### src/source/gb_apu_pkg.sv
package gb_apu_pkg;

  // channel level, stereo output and frequency field
  typedef logic [3:0]  sample_t;
  typedef logic [7:0]  mix_t;
  typedef logic [10:0] freq_t;

  // timer reload base
  localparam freq_t FREQ_MAX = 11'd2047;

  // ----------------------------------------------------------
  // register offsets in the sound page
  localparam logic [7:0] ADDR_NR11 = 8'h11;
  localparam logic [7:0] ADDR_NR12 = 8'h12;
  localparam logic [7:0] ADDR_NR13 = 8'h13;
  localparam logic [7:0] ADDR_NR14 = 8'h14;
  localparam logic [7:0] ADDR_NR21 = 8'h16;
  localparam logic [7:0] ADDR_NR22 = 8'h17;
  localparam logic [7:0] ADDR_NR23 = 8'h18;
  localparam logic [7:0] ADDR_NR24 = 8'h19;
  localparam logic [7:0] ADDR_NR50 = 8'h24;
  localparam logic [7:0] ADDR_NR51 = 8'h25;
  localparam logic [7:0] ADDR_NR52 = 8'h26;

  // ----------------------------------------------------------
  // bits that always read back as one
  localparam logic [7:0] READ_MASK_NR11 = 8'h3F;
  localparam logic [7:0] READ_MASK_NR12 = 8'h00;
  localparam logic [7:0] READ_MASK_NR13 = 8'hFF;
  localparam logic [7:0] READ_MASK_NR14 = 8'hBF;
  localparam logic [7:0] READ_MASK_NR21 = 8'h3F;
  localparam logic [7:0] READ_MASK_NR22 = 8'h00;
  localparam logic [7:0] READ_MASK_NR23 = 8'hFF;
  localparam logic [7:0] READ_MASK_NR24 = 8'hBF;
  localparam logic [7:0] READ_MASK_NR50 = 8'h00;
  localparam logic [7:0] READ_MASK_NR51 = 8'h00;

  // bits set on every store
  localparam logic [7:0] WRITE_FORCE_NR11 = 8'h00;
  localparam logic [7:0] WRITE_FORCE_NR12 = 8'h00;
  localparam logic [7:0] WRITE_FORCE_NR13 = 8'h00;
  localparam logic [7:0] WRITE_FORCE_NR14 = 8'h38;
  localparam logic [7:0] WRITE_FORCE_NR21 = 8'h00;
  localparam logic [7:0] WRITE_FORCE_NR22 = 8'h00;
  localparam logic [7:0] WRITE_FORCE_NR23 = 8'h00;
  localparam logic [7:0] WRITE_FORCE_NR24 = 8'h38;
  localparam logic [7:0] WRITE_FORCE_NR50 = 8'h00;
  localparam logic [7:0] WRITE_FORCE_NR51 = 8'h00;
  localparam logic [7:0] WRITE_FORCE_NR52 = 8'h70;

  // ----------------------------------------------------------
  // power-on register contents
  localparam logic [7:0] RESET_NR11 = 8'hBF;
  localparam logic [7:0] RESET_NR12 = 8'hF3;
  localparam logic [7:0] RESET_NR13 = 8'hFF;
  localparam logic [7:0] RESET_NR14 = 8'hBF;
  localparam logic [7:0] RESET_NR21 = 8'h3F;
  localparam logic [7:0] RESET_NR22 = 8'h00;
  localparam logic [7:0] RESET_NR23 = 8'hFF;
  localparam logic [7:0] RESET_NR24 = 8'hBF;
  localparam logic [7:0] RESET_NR50 = 8'h77;
  localparam logic [7:0] RESET_NR51 = 8'hF3;
  localparam logic [7:0] RESET_NR52 = 8'hF1;

endpackage

### src/source/apu_regs.sv
`timescale 1ns/1ps

module apu_regs
  import gb_apu_pkg::*;
(
  input  logic       clk,
  input  logic       rst,
  input  logic [7:0] addr,
  input  logic [7:0] wdata,
  input  logic       read,
  input  logic       write,
  input  logic       active1,
  input  logic       active2,
  output logic [7:0] rdata,
  output logic       bus_oe,
  output logic       sound_on,
  output logic [7:0] pan,
  output logic [7:0] master_vol,
  output logic [1:0] duty1,
  output logic [5:0] length_load1,
  output logic [3:0] env_init1,
  output logic       env_dir1,
  output logic [2:0] env_period1,
  output freq_t      freq1,
  output logic       length_en1,
  output logic       trig1,
  output logic [1:0] duty2,
  output logic [5:0] length_load2,
  output logic [3:0] env_init2,
  output logic       env_dir2,
  output logic [2:0] env_period2,
  output freq_t      freq2,
  output logic       length_en2,
  output logic       trig2
);

  logic [7:0] nr11, nr12, nr13, nr14;
  logic [7:0] nr21, nr22, nr23, nr24;
  logic [7:0] nr50, nr51;
  logic       power;
  logic       power_off_wr;
  logic [7:0] rd_val;
  logic       rd_mapped;

  // NR52 accepts writes even while powered down
  assign power_off_wr = write && (addr == ADDR_NR52) && !wdata[7];

  // ----------------------------------------------------------
  // register storage
  always_ff @(posedge clk) begin
    if (rst || power_off_wr) begin
      nr11  <= RESET_NR11;
      nr12  <= RESET_NR12;
      nr13  <= RESET_NR13;
      nr14  <= RESET_NR14;
      nr21  <= RESET_NR21;
      nr22  <= RESET_NR22;
      nr23  <= RESET_NR23;
      nr24  <= RESET_NR24;
      nr50  <= RESET_NR50;
      nr51  <= RESET_NR51;
      power <= rst ? RESET_NR52[7] : 1'b0;
      trig1 <= 1'b0;
      trig2 <= 1'b0;
    end else begin
      trig1 <= 1'b0;
      trig2 <= 1'b0;
      if (write && addr == ADDR_NR52) begin
        power <= 1'b1;
      end else if (write && power) begin
        case (addr)
          ADDR_NR11: nr11 <= wdata | WRITE_FORCE_NR11;
          ADDR_NR12: nr12 <= wdata | WRITE_FORCE_NR12;
          ADDR_NR13: nr13 <= wdata | WRITE_FORCE_NR13;
          ADDR_NR14: begin
            nr14  <= wdata | WRITE_FORCE_NR14;
            trig1 <= wdata[7];
          end
          ADDR_NR21: nr21 <= wdata | WRITE_FORCE_NR21;
          ADDR_NR22: nr22 <= wdata | WRITE_FORCE_NR22;
          ADDR_NR23: nr23 <= wdata | WRITE_FORCE_NR23;
          ADDR_NR24: begin
            nr24  <= wdata | WRITE_FORCE_NR24;
            trig2 <= wdata[7];
          end
          ADDR_NR50: nr50 <= wdata | WRITE_FORCE_NR50;
          ADDR_NR51: nr51 <= wdata | WRITE_FORCE_NR51;
          default: ;
        endcase
      end
    end
  end

  // ----------------------------------------------------------
  // read decode
  always_comb begin
    rd_mapped = 1'b1;
    case (addr)
      ADDR_NR11: rd_val = nr11 | READ_MASK_NR11;
      ADDR_NR12: rd_val = nr12 | READ_MASK_NR12;
      ADDR_NR13: rd_val = nr13 | READ_MASK_NR13;
      ADDR_NR14: rd_val = nr14 | READ_MASK_NR14;
      ADDR_NR21: rd_val = nr21 | READ_MASK_NR21;
      ADDR_NR22: rd_val = nr22 | READ_MASK_NR22;
      ADDR_NR23: rd_val = nr23 | READ_MASK_NR23;
      ADDR_NR24: rd_val = nr24 | READ_MASK_NR24;
      ADDR_NR50: rd_val = nr50 | READ_MASK_NR50;
      ADDR_NR51: rd_val = nr51 | READ_MASK_NR51;
      // status: power, fixed ones, channel activity
      ADDR_NR52: rd_val = {power, 7'd0} | WRITE_FORCE_NR52 | {6'd0, active2, active1};
      default: begin
        rd_val    = 8'h00;
        rd_mapped = 1'b0;
      end
    endcase
  end

  always_ff @(posedge clk) begin
    if (rst) begin
      bus_oe <= 1'b0;
    end else if (read) begin
      bus_oe <= rd_mapped;
    end
  end

  always_ff @(posedge clk) begin
    if (read) begin
      rdata <= rd_val;
    end
  end

  // channel field extraction
  assign sound_on     = power;
  assign pan          = nr51;
  assign master_vol   = nr50;
  assign duty1        = nr11[7:6];
  assign length_load1 = nr11[5:0];
  assign env_init1    = nr12[7:4];
  assign env_dir1     = nr12[3];
  assign env_period1  = nr12[2:0];
  assign freq1        = {nr14[2:0], nr13};
  assign length_en1   = nr14[6];
  assign duty2        = nr21[7:6];
  assign length_load2 = nr21[5:0];
  assign env_init2    = nr22[7:4];
  assign env_dir2     = nr22[3];
  assign env_period2  = nr22[2:0];
  assign freq2        = {nr24[2:0], nr23};
  assign length_en2   = nr24[6];

  // bus master never strobes both at once
  a_no_rw_overlap : assert property (@(posedge clk) disable iff (rst) !(read && write));

endmodule

### src/source/frame_sequencer.sv
`timescale 1ns/1ps

module frame_sequencer #(
  parameter int STEP_DIV = 4,
  parameter int SEQ_BITS = 14
) (
  input  logic clk,
  input  logic rst,
  input  logic sound_on,
  output logic step,
  output logic length_tick,
  output logic env_tick
);

  localparam int DIV_W = (STEP_DIV > 1) ? $clog2(STEP_DIV) : 1;
  // envelope point at seven eighths of the counter range
  localparam logic [SEQ_BITS-1:0] ENV_POINT = SEQ_BITS'(7) << (SEQ_BITS - 3);

  logic [DIV_W-1:0]    div_cnt;
  logic [SEQ_BITS-1:0] seq_cnt;
  logic [SEQ_BITS-1:0] seq_next;
  logic                div_done;

  assign div_done = (div_cnt == DIV_W'(STEP_DIV - 1));
  assign seq_next = seq_cnt + 1'b1;

  always_ff @(posedge clk) begin
    if (rst) begin
      div_cnt     <= '0;
      seq_cnt     <= '0;
      step        <= 1'b0;
      length_tick <= 1'b0;
      env_tick    <= 1'b0;
    end else begin
      div_cnt     <= div_done ? '0 : div_cnt + 1'b1;
      step        <= div_done;
      length_tick <= 1'b0;
      env_tick    <= 1'b0;
      // sequencer parks at zero while powered down
      if (!sound_on) begin
        seq_cnt <= '0;
      end else if (div_done) begin
        seq_cnt     <= seq_next;
        length_tick <= (seq_next[SEQ_BITS-2:0] == '0);
        env_tick    <= (seq_next == ENV_POINT);
      end
    end
  end

  a_tick_on_step : assert property (@(posedge clk) disable iff (rst)
    (length_tick || env_tick) |-> step);

endmodule

### src/source/square_channel.sv
`timescale 1ns/1ps

module square_channel
  import gb_apu_pkg::*;
(
  input  logic       clk,
  input  logic       rst,
  input  logic       sound_on,
  input  logic       step,
  input  logic       length_tick,
  input  logic       env_tick,
  input  logic       trigger,
  input  logic [1:0] duty,
  input  logic [5:0] length_load,
  input  logic       length_en,
  input  logic [3:0] env_init,
  input  logic       env_dir,
  input  logic [2:0] env_period,
  input  freq_t      freq,
  output sample_t    sample,
  output logic       active
);

  freq_t      timer;
  logic [2:0] phase;
  logic [6:0] len_cnt;
  sample_t    env_vol;
  logic [2:0] env_clk;
  logic [3:0] duty_thr;
  logic       dac_on;

  // high phases out of eight
  always_comb begin
    case (duty)
      2'd0:    duty_thr = 4'd1;
      2'd1:    duty_thr = 4'd2;
      2'd2:    duty_thr = 4'd4;
      default: duty_thr = 4'd6;
    endcase
  end

  assign dac_on = (env_init != 4'd0) || env_dir;

  always_ff @(posedge clk) begin
    if (rst || !sound_on) begin
      timer   <= '0;
      phase   <= '0;
      len_cnt <= '0;
      env_vol <= '0;
      env_clk <= '0;
      sample  <= '0;
      active  <= 1'b0;
    end else begin
      // ----------------------------------------------------------
      // frequency timer and waveform
      if (step) begin
        if (timer == '0) begin
          timer <= FREQ_MAX ^ freq;
          phase <= phase + 1'b1;
        end else begin
          timer <= timer - 1'b1;
        end
        sample <= (active && ({1'b0, phase} < duty_thr)) ? env_vol : '0;
      end

      // ----------------------------------------------------------
      // length counter
      if (length_tick && length_en && len_cnt != 7'd0) begin
        len_cnt <= len_cnt - 1'b1;
        if (len_cnt == 7'd1) begin
          active <= 1'b0;
          sample <= '0;
        end
      end

      // ----------------------------------------------------------
      // volume envelope, frozen at period zero
      if (env_tick && env_period != 3'd0) begin
        if (env_clk > 3'd1) begin
          env_clk <= env_clk - 1'b1;
        end else begin
          env_clk <= env_period;
          if (env_dir && env_vol != 4'd15) begin
            env_vol <= env_vol + 1'b1;
          end else if (!env_dir && env_vol != 4'd0) begin
            env_vol <= env_vol - 1'b1;
          end
        end
      end

      // restart takes priority over the counters above
      if (trigger) begin
        timer   <= FREQ_MAX ^ freq;
        phase   <= '0;
        len_cnt <= 7'd64 - {1'b0, length_load};
        env_vol <= env_init;
        env_clk <= env_period;
        active  <= dac_on;
        if (!dac_on) begin
          sample <= '0;
        end
      end
    end
  end

  // an idle voice contributes nothing to the mix
  a_silent_idle : assert property (@(posedge clk) disable iff (rst)
    !active |-> (sample == '0));

endmodule

### src/source/apu_mixer.sv
`timescale 1ns/1ps

module apu_mixer
  import gb_apu_pkg::*;
(
  input  logic       clk,
  input  logic       rst,
  input  logic       sound_on,
  input  logic       step,
  input  sample_t    sample1,
  input  sample_t    sample2,
  input  logic [7:0] pan,
  input  logic [7:0] master_vol,
  output mix_t       out_l,
  output mix_t       out_r
);

  logic [4:0] sum_l;
  logic [4:0] sum_r;
  logic [3:0] vol_l;
  logic [3:0] vol_r;
  mix_t       mix_l;
  mix_t       mix_r;

  // panning, low nibble right and high nibble left
  assign sum_r = (pan[0] ? {1'b0, sample1} : 5'd0) + (pan[1] ? {1'b0, sample2} : 5'd0);
  assign sum_l = (pan[4] ? {1'b0, sample1} : 5'd0) + (pan[5] ? {1'b0, sample2} : 5'd0);

  // master volume field plus one, up to x8
  assign vol_r = {1'b0, master_vol[2:0]} + 4'd1;
  assign vol_l = {1'b0, master_vol[6:4]} + 4'd1;

  // 30 x 8 still fits in eight bits
  assign mix_r = sum_r * vol_r;
  assign mix_l = sum_l * vol_l;

  always_ff @(posedge clk) begin
    if (rst) begin
      out_l <= '0;
      out_r <= '0;
    end else if (step) begin
      out_l <= sound_on ? mix_l : '0;
      out_r <= sound_on ? mix_r : '0;
    end
  end

endmodule

### src/source/gb_apu.sv
`timescale 1ns/1ps

module gb_apu
  import gb_apu_pkg::*;
#(
  parameter int STEP_DIV = 4,
  parameter int SEQ_BITS = 14
) (
  input  logic       clk,
  input  logic       rst,
  input  logic [7:0] addr,
  input  logic [7:0] wdata,
  input  logic       read,
  input  logic       write,
  output logic [7:0] rdata,
  output logic       bus_oe,
  output mix_t       out_l,
  output mix_t       out_r
);

  // ----------------------------------------------------------
  // register fields toward the voices and mixer
  logic       sound_on;
  logic [7:0] pan;
  logic [7:0] master_vol;
  logic [1:0] duty1, duty2;
  logic [5:0] length_load1, length_load2;
  logic [3:0] env_init1, env_init2;
  logic       env_dir1, env_dir2;
  logic [2:0] env_period1, env_period2;
  freq_t      freq1, freq2;
  logic       length_en1, length_en2;
  logic       trig1, trig2;

  // sequencer ticks and voice outputs
  logic       step;
  logic       length_tick;
  logic       env_tick;
  sample_t    sample1, sample2;
  logic       active1, active2;

  apu_regs regs0 (
    .clk, .rst, .addr, .wdata, .read, .write, .active1, .active2,
    .rdata, .bus_oe, .sound_on, .pan, .master_vol,
    .duty1, .length_load1, .env_init1, .env_dir1, .env_period1,
    .freq1, .length_en1, .trig1,
    .duty2, .length_load2, .env_init2, .env_dir2, .env_period2,
    .freq2, .length_en2, .trig2
  );

  frame_sequencer #(
    .STEP_DIV (STEP_DIV),
    .SEQ_BITS (SEQ_BITS)
  ) seq0 (
    .clk, .rst, .sound_on, .step, .length_tick, .env_tick
  );

  square_channel ch1 (
    .clk, .rst, .sound_on, .step, .length_tick, .env_tick,
    .trigger (trig1), .duty (duty1), .length_load (length_load1),
    .length_en (length_en1), .env_init (env_init1), .env_dir (env_dir1),
    .env_period (env_period1), .freq (freq1), .sample (sample1), .active (active1)
  );

  square_channel ch2 (
    .clk, .rst, .sound_on, .step, .length_tick, .env_tick,
    .trigger (trig2), .duty (duty2), .length_load (length_load2),
    .length_en (length_en2), .env_init (env_init2), .env_dir (env_dir2),
    .env_period (env_period2), .freq (freq2), .sample (sample2), .active (active2)
  );

  apu_mixer mix0 (
    .clk, .rst, .sound_on, .step, .sample1, .sample2, .pan, .master_vol,
    .out_l, .out_r
  );

endmodule

### config.mk
export PLATFORM = sky130hd
export DESIGN_NAME = gb_apu
export DESIGN_NICKNAME = d
export VERILOG_FILES = /design/src/source/gb_apu_pkg.sv /design/src/source/apu_regs.sv /design/src/source/frame_sequencer.sv /design/src/source/square_channel.sv /design/src/source/apu_mixer.sv /design/src/source/gb_apu.sv
export SDC_FILE = /design/constraint.sdc
export NUM_CORES = 1
export LEC_CHECK = 0
export BUFFER_PORTS_ARGS = -buffer_cell sky130_fd_sc_hd__buf_2
export CELL_PAD_IN_SITES_DETAIL_PLACEMENT = 1
export CELL_PAD_IN_SITES_GLOBAL_PLACEMENT = 1
export CORE_MARGIN = 1.5
export CORE_UTILIZATION = 46
export CTS_CLUSTER_SIZE = 12
export DETAILED_ROUTE_END_ITERATION = 12
export PLACE_DENSITY = 0.8
export SYNTH_ARGS = -nofsm -noshare
export SYNTH_HDL_FRONTEND = slang
export SYNTH_SLANG_ARGS = --single-unit
### constraint.sdc
create_clock -name clk -period 4.8 [get_ports clk]
set_input_delay 0.24 -clock clk [delete_from_list [all_inputs] [get_ports clk]]
set_output_delay 0.24 -clock clk [all_outputs]
set_load 0.05 [all_outputs]
==> metrics.md <==
| Metric | Value |
|---|---|
| Count leader, synth | dfxtp_1 |
| Synth warn | 0 |
| Crit Path Max Fanout | 6 |
| RR Startpoint | regs0.pan[0] |
| Synth Instances | 1,249 |
| FF+latch count, synth | 185 |
| DR vias | 9,312 |
| Row count | 55 |
| WHS | 0.150 ns |
| Status | finished clean |
| Largest regs | seq0.seq_cnt: 14 flops, ch1.timer: 11 flops, ch2.timer: 11 flops |
| Final Hold Viols | 0 |
| CTS Root Cell | clkbuf_16 |
| Crit. End Element | flop |
| Clock Sinks | 185 |
| CTS tree | built |
| DRT Wirelength | 31,200 um |
| Startpoint Class | flop |
| Top-area cell type share of the netlist area | 0.331 |
| Overall power | 3.12 mW |
| Post-Place Cell Area | 0.0111 mm2 |
| Post-DP HPWL | 21,900 um |
| Setup slack after layout | 0.693 ns |
| Syn avg cell area | 8.52 um2 |
| Core box area | 0.0226 mm2 |
| Ant diodes | 0 |
| Die height | 155 um |
| Worst R2R Path Depth | 16 |
| Mapped Area | 0.0106 mm2 |
| Drt via density | 5.99 |
| Fmax | 0.243 GHz |
| Hold Startpoint | wdata[7] |
| Critical path type | reg -> reg |
| Router iterations before antenna repair | 5 |
| Fraction of layout cells with a size suffix above 1 | 0.0835 |
| DIE WIDTH | 155 um |
| Setup Buffers After CTS | 0 |
| Clock Path Buffers | 2 |
| GP Congestion | 0.888 |
| Max-Cap Viols | 0 |
| Number of synthesized flops with an enable pin | 9 |
| Io pins | 45 |
| Sequential area share after synthesis | 0.356 |
| Max Slew Vio Count | 0 |
| Pre-CTS setup slack | 0.700 ns |
| Clock Latency Late Sink | 0.44 ns |
| Critical path arrival | 4.41 ns |
| R2R Setup Slk | 0.69 ns |
| Port bufs | 44 |
| DRC Markers | 0 |
| Critical R2R Capture | mix0.out_r[6] |
| CTS Buf Count | 17 |
| Synth async-reset ratio | 0 |
| Hold Path Class | in -> reg |
| Largest net degree at the start of global routing | 44 |
| Cell area after layout | 0.0116 mm2 |
| Post-route minimum period | 4.11 ns |
| Top reg by flops | seq0.seq_cnt |
| Area leader, netlist | dfxtp_1 |
| Vias in the first global route | 9,537 |
| Final ANT Viol Nets | 0 |
| H-Tree Depth | 4 |
| Syn nets | 1,341 |
| CP Buf/Inv Count | 2 |
| Final nets | 1,348 |
| Delay of the slowest cell on the worst path | 0.54 ns |
| Max reg flops | 14 |
| Crit path max-delay family | adder cells |
| Wire per inst | 20.1 um |
| Die Footprint | 0.0241 mm2 |
| Main synth FF type | dfxtp_1 |
| Yosys cell types | 76 |
| Crit share post-route | 0.856 |
| Worst path cell trace | and2_1, ha_1, a21o_1, a21oi_1, xnor2_1, and2_1, fa_1, inv_1, fa_1, inv_1, ha_1, nor2b_1, o21a_1, or3_1, a41oi_1, nor2_1 |
| Initial Util | 0.470 |
| Largest cells by area after synthesis | dfxtp_1, mux2i_1, ha_1 |
| CP max-delay cell | fa_1 |
| WHS Path Cells | 3 |
| Total GRT Usage | 0.266 |
| Reg clk slew, reported paths | 0.07 ns |
| RSZ-0062 raised after global routing | no |
| WHS Endpoint | regs0.nr12[7] |
| CTS Hold Buffers Added | 0 |
| P&R area growth vs syn | 9.41% |
| CTS resizes | 0 |
| Initial antenna violation count | 0 |
| Endpoints failing setup | 0 |
| CP required | 5.10 ns |
| Worst vdd ir | 0.209 mV |
| Grt total ovfl | 0 |
| Lkg Pwr | 4.77 nW |
| Worst slew pin tran | 1.18 ns |
| First-pass GRT wire length | 50,700 um |
| Top cells by count, synth | dfxtp_1, nand2_1, nor2_1 |
| Iteration-0 DRC Markers | 503 |
| Max Clock Skew | 0.00953 ns |
| Pwr dens | 267 mW/mm2 |
| Max_slew headroom | 0.203 |
| Setup TNS | 0 ns |
## worst register-to-register path: stages, from the launching register on
cell     delay, ns
dfxtp_1       0.42
and2_1        0.24
ha_1          0.26
a21o_1        0.16
a21oi_1       0.24
xnor2_1       0.13
and2_1        0.18
fa_1          0.47
inv_1         0.06
fa_1          0.54
inv_1         0.05
ha_1          0.33
nor2b_1       0.16
o21a_1        0.17
or3_1         0.31
a41oi_1       0.20
nor2_1        0.06
## metrics by stage
| step | cells | utilization |
|---|---|---|
| after floorplan | 1249 | - |
| after global placement | 1522 | 0.489 |
| after detailed placement | 1522 | 0.489 |
| after CTS | 1554 | 0.514 |
| after global routing | 1554 | 0.514 |
| final | 1554 | 0.514 |
## area by class of cell
class	count	area [um2]
tap	285	357
clock inverter	10	91.3
timing repair buffer	56	310
clock buffer	22	474
fill	2673	11000
inverter	59	221
sequential	185	3790
multi-input combinational	937	6400
## logic make-up (layout without fill, tap and decap cells)
group | Yosys count | in the layout | synth area share
AND/OR/NAND/NOR | 466 | 466 | 0.218
AO/OA/AOI/OAI | 268 | 268 | 0.168
flip-flops | 185 | 185 | 0.356
buffers and inverters | 127 | 147 | 0.0450
multiplexers | 75 | 75 | 0.0708
adder cells (fa/ha/maj) | 72 | 72 | 0.0959
XOR/XNOR | 56 | 56 | 0.0461
## report_power, final
group / switching [mW] / internal (mW)
clock: 0.630 / 0.758
sequential: 0.00606 / 1.55
combinational: 0.126 / 0.0410
## placed cells by master (no fill, tap or decap), types with 19 or more instances in the layout
cell type	Yosys	layout
dfxtp_1	176	176
nand2_1	132	132
nor2_1	118	118
a21oi_1	76	76
mux2i_1	73	73
inv_1	58	58
ha_1	56	56
o21ai_0	51	51
buf_2	2	44
and2_1	35	35
nand3_1	35	35
xnor2_1	29	29
xor2_1	27	27
nor3_1	26	26
nor2b_1	19	19
## routing by layer
metal / track usage / wire length [um] / up-vias
li1: - / - / 4461
met1: 0.337 / 14100 / 4648
met2: 0.472 / 15500 / 165
met3: 0.0365 / 994 / 38
met4: 0.0769 / 586 / 0
met5: 0 / 0 / -
## worst max path at each step
| stage | startpoint | cells after the start | endpoint |
|---|---|---|---|
| floorplan | regs0.pan[4] | 16 | mix0.out_l[6] |
| global placement | regs0.pan[4] | 16 | mix0.out_l[6] |
| detailed placement | regs0.pan[4] | 16 | mix0.out_l[6] |
| CTS | regs0.pan[4] | 16 | mix0.out_l[6] |
| global route | regs0.pan[1] | 16 | mix0.out_r[6] |
| finish | regs0.pan[0] | 16 | mix0.out_r[6] |
Note: power is estimated with default switching activity, not from simulation.
